==> src/include/hci_consts.svh <==
// Widths, queue depths, register word addresses and field positions of the HCI core
// Included by the package and by every RTL file that decodes registers or sizes queues
`ifndef HCI_CONSTS_SVH
`define HCI_CONSTS_SVH

`define HCI_CMD_DEPTH  16
`define HCI_RESP_DEPTH 16

`define HCI_DATA_W 32
`define HCI_CSR_AW 8
`define HCI_QCNT_W 5  // Holds 0 to depth
`define HCI_THLD_W 8
`define HCI_DEV_AW 7

`define HCI_REG_RESET_CONTROL   8'h08
`define HCI_REG_QUEUE_THLD_CTRL 8'h10
`define HCI_REG_COMMAND_PORT    8'h14
`define HCI_REG_RESPONSE_PORT   8'h15
`define HCI_REG_QUEUE_STATUS    8'h16
`define HCI_REG_DEVICE_ADDR     8'h20

`define HCI_RST_CMD_BIT       1
`define HCI_RST_RESP_BIT      2
`define HCI_THLD_CMD_LSB      0
`define HCI_THLD_RESP_LSB     8
`define HCI_STAT_CMD_LSB      0  // Free slots
`define HCI_STAT_RESP_LSB     8  // Stored words
`define HCI_DA_ADDR_LSB       0
`define HCI_DA_VALID_BIT      15
`define HCI_DA_VIRT_LSB       16
`define HCI_DA_VIRT_VALID_BIT 31

`endif

==> src/logic/hci_pkg.sv <==
// Vector types shared by the HCI RTL and its testbench
// Widths come from the constants header
`include "hci_consts.svh"

package hci_pkg;

  // Word address on the register port
  typedef logic [`HCI_CSR_AW-1:0] csr_addr_t;

  // Register and queue data word
  typedef logic [`HCI_DATA_W-1:0] csr_data_t;

  // Queue occupancy, 0 up to the full depth
  typedef logic [`HCI_QCNT_W-1:0] qdepth_t;

  typedef logic [`HCI_THLD_W-1:0] thld_t;

  // I3C 7-bit device address
  typedef logic [`HCI_DEV_AW-1:0] dev_addr_t;

endpackage

==> src/logic/hci_if.sv <==
// Internal links between the register block and the queues and address control
// One hci_queue_if per queue, one hci_addr_if for the address registers

interface hci_queue_if;
  logic               req;         // One-cycle push or pop strobe
  hci_pkg::csr_data_t wdata;
  hci_pkg::thld_t     thld;
  logic               flush;
  hci_pkg::csr_data_t rdata;       // Head word
  logic               err;         // Strobed request refused
  hci_pkg::qdepth_t   count;
  logic               flush_done;

  modport csr (
    output req, wdata, thld, flush,
    input  rdata, err, count, flush_done
  );

  modport queue (
    input  req, wdata, thld, flush,
    output rdata, err, count, flush_done
  );
endinterface

interface hci_addr_if;
  hci_pkg::dev_addr_t dyn_addr;
  logic               dyn_valid;
  hci_pkg::dev_addr_t virt_addr;
  logic               virt_valid;

  modport ctrl (
    output dyn_addr, dyn_valid, virt_addr, virt_valid
  );

  modport csr (
    input dyn_addr, dyn_valid, virt_addr, virt_valid
  );
endinterface

==> src/logic/hci_queue.sv <==
// Circular word queue between the register port and the bus controller
// PortWrites=1 lets software push (command), PortWrites=0 lets the controller push (response)
module hci_queue #(
  parameter int unsigned Depth      = 16,
  parameter bit          PortWrites = 1'b1
) (
  input  logic               clk_i,
  input  logic               rst_ni,
  input  logic               hw_valid_i,
  input  hci_pkg::csr_data_t hw_data_i,
  input  logic               hw_ready_i,
  output logic               hw_valid_o,
  output hci_pkg::csr_data_t hw_data_o,
  output logic               hw_ready_o,
  output logic               thld_trig_o,
  hci_queue_if.queue         port
);

  localparam int unsigned      PtrW     = $clog2(Depth);
  localparam hci_pkg::qdepth_t DepthCnt = hci_pkg::qdepth_t'(Depth);

  hci_pkg::csr_data_t mem [Depth];
  logic [PtrW-1:0]    wr_ptr_q;
  logic [PtrW-1:0]    rd_ptr_q;
  hci_pkg::qdepth_t   count_q;
  logic               flush_done_q;
  logic               empty;
  logic               full;
  logic               push_req;
  logic               pop_req;
  logic               push;
  logic               pop;
  hci_pkg::csr_data_t push_data;
  hci_pkg::thld_t     level;

  assign empty = (count_q == '0);
  assign full  = (count_q == DepthCnt);

  // Select the pushing and the popping side
  always_comb begin
    if (PortWrites) begin
      push_req  = port.req;
      push_data = port.wdata;
      pop_req   = hw_ready_i;
    end else begin
      push_req  = hw_valid_i;
      push_data = hw_data_i;
      pop_req   = port.req;
    end
  end

  assign push     = push_req & ~full;
  assign pop      = pop_req & ~empty;
  assign port.err = port.req & (PortWrites ? full : empty);

  always_ff @(posedge clk_i or negedge rst_ni) begin
    if (!rst_ni) begin
      wr_ptr_q     <= '0;
      rd_ptr_q     <= '0;
      count_q      <= '0;
      flush_done_q <= 1'b0;
    end else begin
      flush_done_q <= port.flush & ~flush_done_q;  // Single pulse per flush
      if (port.flush) begin
        wr_ptr_q <= '0;
        rd_ptr_q <= '0;
        count_q  <= '0;
      end else begin
        if (push) wr_ptr_q <= wr_ptr_q + 1'b1;
        if (pop) rd_ptr_q <= rd_ptr_q + 1'b1;
        count_q <= count_q + hci_pkg::qdepth_t'(push) - hci_pkg::qdepth_t'(pop);
      end
    end
  end

  always_ff @(posedge clk_i) begin
    if (push) mem[wr_ptr_q] <= push_data;
  end

  // Free slots on the command side, stored words on the response side
  assign level = PortWrites ? hci_pkg::thld_t'(DepthCnt - count_q)
                            : hci_pkg::thld_t'(count_q);
  assign thld_trig_o = (level >= port.thld);

  assign hw_valid_o      = ~empty;
  assign hw_ready_o      = ~full;
  assign hw_data_o       = mem[rd_ptr_q];
  assign port.rdata      = mem[rd_ptr_q];
  assign port.count      = count_q;
  assign port.flush_done = flush_done_q;

  a_count_in_range: assert property (@(posedge clk_i) disable iff (!rst_ni)
    count_q <= DepthCnt);

  // A software request in a flush cycle would be dropped
  a_no_req_in_flush: assert property (@(posedge clk_i) disable iff (!rst_ni)
    port.flush |-> !port.req);

endmodule

==> src/logic/hci_csr.sv <==
// Register port decode for the HCI core with threshold and queue reset registers
// Routes COMMAND_PORT and RESPONSE_PORT accesses to the queues, acknowledges one cycle later
`include "hci_consts.svh"

module hci_csr (
  input  logic               clk_i,
  input  logic               rst_ni,
  input  logic               csr_req_i,
  input  logic               csr_wr_i,
  input  hci_pkg::csr_addr_t csr_addr_i,
  input  hci_pkg::csr_data_t csr_wdata_i,
  output logic               csr_rd_ack_o,
  output logic               csr_wr_ack_o,
  output logic               csr_err_o,
  output hci_pkg::csr_data_t csr_rdata_o,
  hci_queue_if.csr           cmd_q,
  hci_queue_if.csr           resp_q,
  hci_addr_if.csr            addr
);

  // Thresholds above the queue depth could never trigger
  function automatic hci_pkg::thld_t clamp_thld(hci_pkg::thld_t val, int unsigned depth);
    return (val > depth) ? hci_pkg::thld_t'(depth) : val;
  endfunction

  logic               rd_ack_q;
  logic               wr_ack_q;
  logic               err_q;
  hci_pkg::csr_data_t rdata_q;
  hci_pkg::thld_t     cmd_thld_q;
  hci_pkg::thld_t     resp_thld_q;
  logic               cmd_rst_q;
  logic               resp_rst_q;
  logic               err_d;
  hci_pkg::csr_data_t rdata_d;
  logic               thld_we;
  logic               rstc_we;
  hci_pkg::qdepth_t   cmd_free;

  assign cmd_free = hci_pkg::qdepth_t'(`HCI_CMD_DEPTH) - cmd_q.count;

  // Port strobes, held off while the queue is flushing
  assign cmd_q.req  = csr_req_i && csr_wr_i && !cmd_rst_q &&
                      (csr_addr_i == `HCI_REG_COMMAND_PORT);
  assign resp_q.req = csr_req_i && !csr_wr_i && !resp_rst_q &&
                      (csr_addr_i == `HCI_REG_RESPONSE_PORT);

  always_comb begin
    rdata_d = '0;
    err_d   = 1'b0;
    thld_we = 1'b0;
    rstc_we = 1'b0;
    if (csr_req_i) begin
      case (csr_addr_i)
        `HCI_REG_RESET_CONTROL: begin
          rdata_d[`HCI_RST_CMD_BIT]  = cmd_rst_q;
          rdata_d[`HCI_RST_RESP_BIT] = resp_rst_q;
          rstc_we = csr_wr_i;
        end
        `HCI_REG_QUEUE_THLD_CTRL: begin
          rdata_d[`HCI_THLD_CMD_LSB +: `HCI_THLD_W]  = cmd_thld_q;
          rdata_d[`HCI_THLD_RESP_LSB +: `HCI_THLD_W] = resp_thld_q;
          thld_we = csr_wr_i;
        end
        `HCI_REG_COMMAND_PORT: begin
          err_d = !csr_wr_i || cmd_rst_q || cmd_q.err;  // Write-only
        end
        `HCI_REG_RESPONSE_PORT: begin
          rdata_d = resp_q.rdata;
          err_d   = csr_wr_i || resp_rst_q || resp_q.err;  // Read-only
        end
        `HCI_REG_QUEUE_STATUS: begin
          rdata_d[`HCI_STAT_CMD_LSB +: `HCI_THLD_W]  = hci_pkg::thld_t'(cmd_free);
          rdata_d[`HCI_STAT_RESP_LSB +: `HCI_THLD_W] = hci_pkg::thld_t'(resp_q.count);
          err_d = csr_wr_i;
        end
        `HCI_REG_DEVICE_ADDR: begin
          rdata_d[`HCI_DA_ADDR_LSB +: `HCI_DEV_AW] = addr.dyn_addr;
          rdata_d[`HCI_DA_VALID_BIT]               = addr.dyn_valid;
          rdata_d[`HCI_DA_VIRT_LSB +: `HCI_DEV_AW] = addr.virt_addr;
          rdata_d[`HCI_DA_VIRT_VALID_BIT]          = addr.virt_valid;
          err_d = csr_wr_i;
        end
        default: err_d = csr_wr_i;
      endcase
      // Refused pop returns zero
      if (err_d) rdata_d = '0;
    end
  end

  always_ff @(posedge clk_i or negedge rst_ni) begin
    if (!rst_ni) begin
      rd_ack_q    <= 1'b0;
      wr_ack_q    <= 1'b0;
      err_q       <= 1'b0;
      cmd_thld_q  <= hci_pkg::thld_t'(1);
      resp_thld_q <= hci_pkg::thld_t'(1);
      cmd_rst_q   <= 1'b0;
      resp_rst_q  <= 1'b0;
    end else begin
      rd_ack_q <= csr_req_i & ~csr_wr_i;
      wr_ack_q <= csr_req_i & csr_wr_i;
      err_q    <= err_d;
      if (thld_we) begin
        cmd_thld_q  <= clamp_thld(csr_wdata_i[`HCI_THLD_CMD_LSB +: `HCI_THLD_W],
                                  `HCI_CMD_DEPTH);
        resp_thld_q <= clamp_thld(csr_wdata_i[`HCI_THLD_RESP_LSB +: `HCI_THLD_W],
                                  `HCI_RESP_DEPTH);
      end
      // Self-clearing once the queue reports the flush
      if (cmd_q.flush_done) cmd_rst_q <= 1'b0;
      if (resp_q.flush_done) resp_rst_q <= 1'b0;
      if (rstc_we && csr_wdata_i[`HCI_RST_CMD_BIT]) cmd_rst_q <= 1'b1;
      if (rstc_we && csr_wdata_i[`HCI_RST_RESP_BIT]) resp_rst_q <= 1'b1;
    end
  end

  always_ff @(posedge clk_i) begin
    if (csr_req_i && !csr_wr_i) rdata_q <= rdata_d;
  end

  assign cmd_q.wdata  = csr_wdata_i;
  assign resp_q.wdata = csr_wdata_i;  // Unused by a controller-fed queue
  assign cmd_q.thld   = cmd_thld_q;
  assign resp_q.thld  = resp_thld_q;
  assign cmd_q.flush  = cmd_rst_q;
  assign resp_q.flush = resp_rst_q;

  assign csr_rd_ack_o = rd_ack_q;
  assign csr_wr_ack_o = wr_ack_q;
  assign csr_err_o    = err_q;
  assign csr_rdata_o  = rdata_q;

  // A queue reports a flush only while its reset bit is set
  a_flush_done_in_rst: assert property (@(posedge clk_i) disable iff (!rst_ni)
    (!cmd_q.flush_done || cmd_rst_q) && (!resp_q.flush_done || resp_rst_q));

endmodule

==> src/logic/hci_addr_ctrl.sv <==
// Dynamic and virtual device address registers
// Updated one edge after a SETDASA, RSTDAA or SETNEWDA event from the bus side
module hci_addr_ctrl (
  input  logic               clk_i,
  input  logic               rst_ni,
  input  hci_pkg::dev_addr_t set_dasa_i,
  input  logic               set_dasa_valid_i,
  input  logic               set_dasa_virtual_device_i,
  input  logic               rstdaa_i,
  input  hci_pkg::dev_addr_t newda_i,
  input  logic               set_newda_i,
  input  logic               set_newda_virtual_device_i,
  hci_addr_if.ctrl           addr
);

  always_ff @(posedge clk_i or negedge rst_ni) begin
    if (!rst_ni) begin
      addr.dyn_addr   <= '0;
      addr.dyn_valid  <= 1'b0;
      addr.virt_addr  <= '0;
      addr.virt_valid <= 1'b0;
    end else if (set_dasa_valid_i || rstdaa_i) begin
      // RSTDAA wins over SETDASA
      if (set_dasa_virtual_device_i) begin
        addr.virt_addr  <= rstdaa_i ? '0 : set_dasa_i;
        addr.virt_valid <= !rstdaa_i;
      end else begin
        addr.dyn_addr  <= rstdaa_i ? '0 : set_dasa_i;
        addr.dyn_valid <= !rstdaa_i;
      end
    end else if (set_newda_i) begin
      if (set_newda_virtual_device_i) begin
        addr.virt_addr  <= newda_i;
        addr.virt_valid <= 1'b1;
      end else begin
        addr.dyn_addr  <= newda_i;
        addr.dyn_valid <= 1'b1;
      end
    end
  end

  // Event inputs come straight from the bus FSMs
  a_events_known: assert property (@(posedge clk_i) disable iff (!rst_ni)
    !$isunknown({set_dasa_i, set_dasa_valid_i, set_dasa_virtual_device_i, rstdaa_i,
                 newda_i, set_newda_i, set_newda_virtual_device_i}));

endmodule

==> src/logic/hci.sv <==
// Programmed-I/O core of an I3C host controller interface
// Register port for software, command and response queues toward the bus controller
`include "hci_consts.svh"

module hci (
  input  logic               clk_i,
  input  logic               rst_ni,
  input  logic               csr_req_i,
  input  logic               csr_wr_i,
  input  hci_pkg::csr_addr_t csr_addr_i,
  input  hci_pkg::csr_data_t csr_wdata_i,
  output logic               csr_rd_ack_o,
  output logic               csr_wr_ack_o,
  output logic               csr_err_o,
  output hci_pkg::csr_data_t csr_rdata_o,
  output logic               cmd_rvalid_o,
  input  logic               cmd_rready_i,
  output hci_pkg::csr_data_t cmd_rdata_o,
  output logic               cmd_thld_trig_o,
  output hci_pkg::qdepth_t   cmd_depth_o,
  input  logic               resp_wvalid_i,
  output logic               resp_wready_o,
  input  hci_pkg::csr_data_t resp_wdata_i,
  output logic               resp_thld_trig_o,
  output hci_pkg::qdepth_t   resp_depth_o,
  input  hci_pkg::dev_addr_t set_dasa_i,
  input  logic               set_dasa_valid_i,
  input  logic               set_dasa_virtual_device_i,
  input  logic               rstdaa_i,
  input  hci_pkg::dev_addr_t newda_i,
  input  logic               set_newda_i,
  input  logic               set_newda_virtual_device_i
);

  hci_queue_if cmd_if ();
  hci_queue_if resp_if ();
  hci_addr_if  addr_if ();

  hci_csr u_csr (
    .clk_i,
    .rst_ni,
    .csr_req_i,
    .csr_wr_i,
    .csr_addr_i,
    .csr_wdata_i,
    .csr_rd_ack_o,
    .csr_wr_ack_o,
    .csr_err_o,
    .csr_rdata_o,
    .cmd_q  (cmd_if.csr),
    .resp_q (resp_if.csr),
    .addr   (addr_if.csr)
  );

  // Software pushes, controller drains
  hci_queue #(
    .Depth      (`HCI_CMD_DEPTH),
    .PortWrites (1'b1)
  ) cmd_queue (
    .clk_i,
    .rst_ni,
    .hw_valid_i  (1'b0),
    .hw_data_i   ('0),
    .hw_ready_i  (cmd_rready_i),
    .hw_valid_o  (cmd_rvalid_o),
    .hw_data_o   (cmd_rdata_o),
    .hw_ready_o  (),
    .thld_trig_o (cmd_thld_trig_o),
    .port        (cmd_if.queue)
  );

  // Controller fills, software pops
  hci_queue #(
    .Depth      (`HCI_RESP_DEPTH),
    .PortWrites (1'b0)
  ) resp_queue (
    .clk_i,
    .rst_ni,
    .hw_valid_i  (resp_wvalid_i),
    .hw_data_i   (resp_wdata_i),
    .hw_ready_i  (1'b0),
    .hw_valid_o  (),
    .hw_data_o   (),
    .hw_ready_o  (resp_wready_o),
    .thld_trig_o (resp_thld_trig_o),
    .port        (resp_if.queue)
  );

  hci_addr_ctrl u_addr_ctrl (
    .clk_i,
    .rst_ni,
    .set_dasa_i,
    .set_dasa_valid_i,
    .set_dasa_virtual_device_i,
    .rstdaa_i,
    .newda_i,
    .set_newda_i,
    .set_newda_virtual_device_i,
    .addr (addr_if.ctrl)
  );

  assign cmd_depth_o  = cmd_if.count;
  assign resp_depth_o = resp_if.count;

endmodule

==> config.mk <==
export PLATFORM = sky130hd
export DESIGN_NAME = hci
export DESIGN_NICKNAME = d
export VERILOG_FILES = /design/src/logic/hci_pkg.sv /design/src/logic/hci_if.sv /design/src/logic/hci_queue.sv /design/src/logic/hci_csr.sv /design/src/logic/hci_addr_ctrl.sv /design/src/logic/hci.sv
export VERILOG_INCLUDE_DIRS = /design/src /design/src/include
export SDC_FILE = /design/constraint.sdc
export NUM_CORES = 1
export LEC_CHECK = 0
export ABC_AREA = 1
export BUFFER_PORTS_ARGS = -buffer_cell sky130_fd_sc_hd__buf_2
export CAP_MARGIN = 0
export CORE_UTILIZATION = 47
export DETAILED_ROUTE_END_ITERATION = 8
export PLACE_DENSITY = 0.63
export SYNTH_ARGS = -nofsm -noshare
export SYNTH_HDL_FRONTEND = slang
export SYNTH_SLANG_ARGS = --single-unit
==> constraint.sdc <==
create_clock -name clk_i -period 3.5 [get_ports clk_i]
set_input_delay 0 -clock clk_i [delete_from_list [all_inputs] [get_ports clk_i]]
set_output_delay 0 -clock clk_i [all_outputs]
set_load 0.02 [all_outputs]
==> results.md <==
- Outcome: completed
- Hold Path Class: input port to flip-flop
- Switch share: 0.303
- Commonest non-fill, non-tap cell in the layout: edfxtp_1
- PortBufs: 177
- # DRC: 0
- Ys Warns: 0
- Drt wl/cell: 22.4 µm
- Critical path type: input port to flip-flop
- Via/cell ratio: about 5.6
- First-pass DRT Iterations: 5
- Final Skew: around 0.026 ns
- Post-synthesis average cell area: 12.7 µm²
- Final worst path period need: 3.32 ns
- Slew @ Worst Pin: 1.20 ns
- Syn Nets: between 3,000 and 4,000
- Endpoints failing setup: 0
- Area Overhead vs Synth: 16.0%
- MaxCap Viol Count: 0
- Pwr Density: 669 nW/µm²
- HPWL after DPL: 64.6 mm
- Fill cells: a little under 8,000
- Slew headroom: 0.200
- Primary FF master, synth: edfxtp_1
- Aggregate global-route resource usage: 0.235
- Final Worst Setup Slack: 0.178 ns
- Max Root-Sink Buffers: 3
- Die width: about 310 µm
- Setup TNS: 0 ns
- Rows: about 110
- TritonCTS Sinks: around 1,100
- Pre-CTS setup slack: 0.601 ns
- Clk pwr share: 0.338
- Power Internal: 24.6 mW
- Vias in the first global route: 28,200
- Seq. cell area: 33,400 µm²
- Startpoint class of the critical path: input port
- Total wire length: 116 mm
- DRT iter0 DRCs: 2,983
- Starting density of the core: 0.476
- Maximum vdd ir drop: 0.728 mV
- Clk Latency, worst-skew pair: roughly 0.69 ns
- CTS tree: built
- Cells after DPL: approximately 4,900
- Tcrit/Tclk final: 0.949
- TritonCTS buffer count: 114
- Share of layout cells above drive strength 1: 0.122
- Cells after Synth: 3,588
- Final net count: between 3,000 and 4,000
- Die height: 313 µm
- Crit path arrival time: 3.88 ns
- Root Buffer: clkbuf_16
- Synth Register Bits: 1,121
- Worst Path Max Fanout: 19
- Sequential Power Share: 0.445
- Layout Cells excl Fill: around 5,200
- Hold_ws: 0.0344 ns
- Fin. max-slew vios: 0
- CP Capture Type: flip-flop
- Synth async-reset ratio: 0.0580
- Pin count of the biggest net entering global routing: roughly 260
- Register area share after synthesis: 0.734
- Die Footprint: 97,900 µm²
- Fin. Hold Viols: 0
- Total Power: 35.3 mW
- I/O pins: around 180
- Initial antenna violation count: 4
- CORE AREA: 95,400 µm²
- Worst-path clk slew: roughly 0.060 ns
- Most frequent cells in the layout: edfxtp_1 (1,056), nor2_1 (620), o21ai_0 (485)
- GPL Wtd Cong: 0.873
- Lkg Pwr: 18.2 nW
- Routed vias: 29,300
- Library cells used by synthesis: 47
- Multi-input gate area: 10,800 µm²
- Sw power: 10.7 mW
- Gate power share: 0.217
- Congestion Overflow GR: 0
- Post-DRT Antenna Nets: 0
- Mapped Area: around 45,000 µm²
- Fmax: 301 MHz
- H-tree Lvls: 3
- Post-synth EDFFs: approximately 1,100
- CP required: 4.05 ns
- First-pass GRT wire length: 175 mm
==> metal layers <==
layer	global-route usage	wire, µm	share of wire
met1	0.318	48800	0.42
met3	0.0359	7360	0.063
met2	0.394	57300	0.49
met4	0.0678	3010	0.026
met5	0	38	0.00033
==> per-stage QoR <==
step | util | cell area, µm²
after floorplan | - | 45400
after global placement | 0.503 | 48000
after detailed placement | 0.503 | 48000
after CTS | 0.552 | 52700
after global routing | 0.552 | 52700
final | 0.553 | 52700
==> power by group through the flow <==
| stage | registers, mW | clock network [mW] | logic [mW] |
|---|---|---|---|
| CTS | 15.7 | 12.1 | 7.69 |
| detailed placement | 16.0 | 0 | 7.56 |
| finish | 15.7 | 11.9 | 7.67 |
| global placement | 15.9 | 0 | 7.49 |
| global route | 15.7 | 12.6 | 8.38 |
| floorplan | 15.9 | 0 | 4.70 |
==> timing repair <==
action	4_1_cts	5_1_grt
setup endpoints to repair	0	1
hold buffers	107	0
endpoints found under the hold margin	1156	0
gates resized for setup	0	2
setup buffers	0	0
==> path summary, 6_finish.rpt <==
path / start / endpoint / slack (ns) / depth (start not counted)
worst max-delay path: csr_addr_i[0] / resp_queue.port.count[4]$_DFF_PN0_ / 0.18 / 21
worst min-delay path: set_newda_i / u_addr_ctrl.addr.dyn_addr[0]$_DFFE_PN0P_ / 0.03 / 5
worst max register to register: cmd_queue.port.count[0]$_DFF_PN0_ / cmd_queue.port.count[4]$_DFF_PN0_ / 0.59 / 16
worst min register to register: resp_queue.port.flush_done$_DFF_PN0_ / resp_queue.port.flush_done$_DFF_PN0_ / 0.42 / 1
max in group asynchronous: rst_ni / resp_queue.rd_ptr_q[1]$_DFFE_PN0P_ / 2.54 / 4
min in group asynchronous: rst_ni / u_addr_ctrl.addr.dyn_addr[6]$_DFFE_PN0P_ / 0.37 / 3
==> critical path, stage by stage <==
cell	delay [ns]
dlygate4sd3_1	0.52
buf_2	0.15
nand2_1	0.06
dlygate4sd3_1	0.55
nor2_1	0.09
dlygate4sd3_1	0.57
nand2_2	0.12
inv_8	0.16
nand2_1	0.13
nor2_2	0.16
ha_1	0.25
inv_1	0.06
ha_1	0.13
inv_1	0.06
fa_1	0.38
inv_1	0.09
a21oi_1	0.07
nor2_1	0.08
nor2_1	0.05
xor2_1	0.14
nor2_1	0.05
==> cell families after synthesis <==
group,after synthesis,synth area share
compound gates,835,0.110
fa+ha+maj,42,0.0119
buf+inv,358,0.0344
xor+xnor,7,0.00135
simple gates,1225,0.109
flops,1121,0.734
==> state kept, by name (all words and copies together), names as in the netlist, 5 cells and up <==
| name | count |
|---|---|
| u_addr_ctrl.addr.virt_addr | 7 |
| cmd_queue.port.count | 5 |
| u_csr.cmd_q.thld | 8 |
| u_addr_ctrl.addr.dyn_addr | 7 |
| u_csr.resp_q.thld | 8 |
| resp_queue.mem | 512 |
| resp_queue.port.count | 5 |
| u_csr.csr_rdata_o | 32 |
| cmd_queue.mem | 512 |
==> cell type report <==
type / instances / area share
Timing Repair Buffer: 354 / 0.0535
Sequential cell: 1121 / 0.633
Antenna cell: 3 / 0.000142
Multi-Input combinational cell: 2109 / 0.205
Tap cell: 1265 / 0.0300
Inverter: 134 / 0.00994
Clock inverter: 59 / 0.0106
Clock buffer: 151 / 0.0585
==> cell usage after synthesis, drive strengths merged, types with 4 or more instances <==
| cell | count | area [µm²] |
|---|---|---|
| nand4 | 20 | 125 |
| buf | 97 | 578 |
| inv | 130 | 488 |
| xor2 | 5 | 43.8 |
| nand2 | 365 | 1380 |
| ha | 40 | 500 |
| nor2 | 659 | 2510 |
| nor3 | 10 | 61.3 |
| dfrtp | 63 | 1580 |
| a21oi | 53 | 303 |
| nand3 | 164 | 831 |
| clkinv | 4 | 20.0 |
| a211oi | 4 | 30.0 |
| o211ai | 126 | 951 |
| o22ai | 43 | 269 |
| clkbuf | 127 | 478 |
| o221ai | 95 | 832 |
| o21ai | 507 | 2540 |
| edfxtp | 1056 | 31700 |
Note: power is estimated with default switching activity, not from simulation.
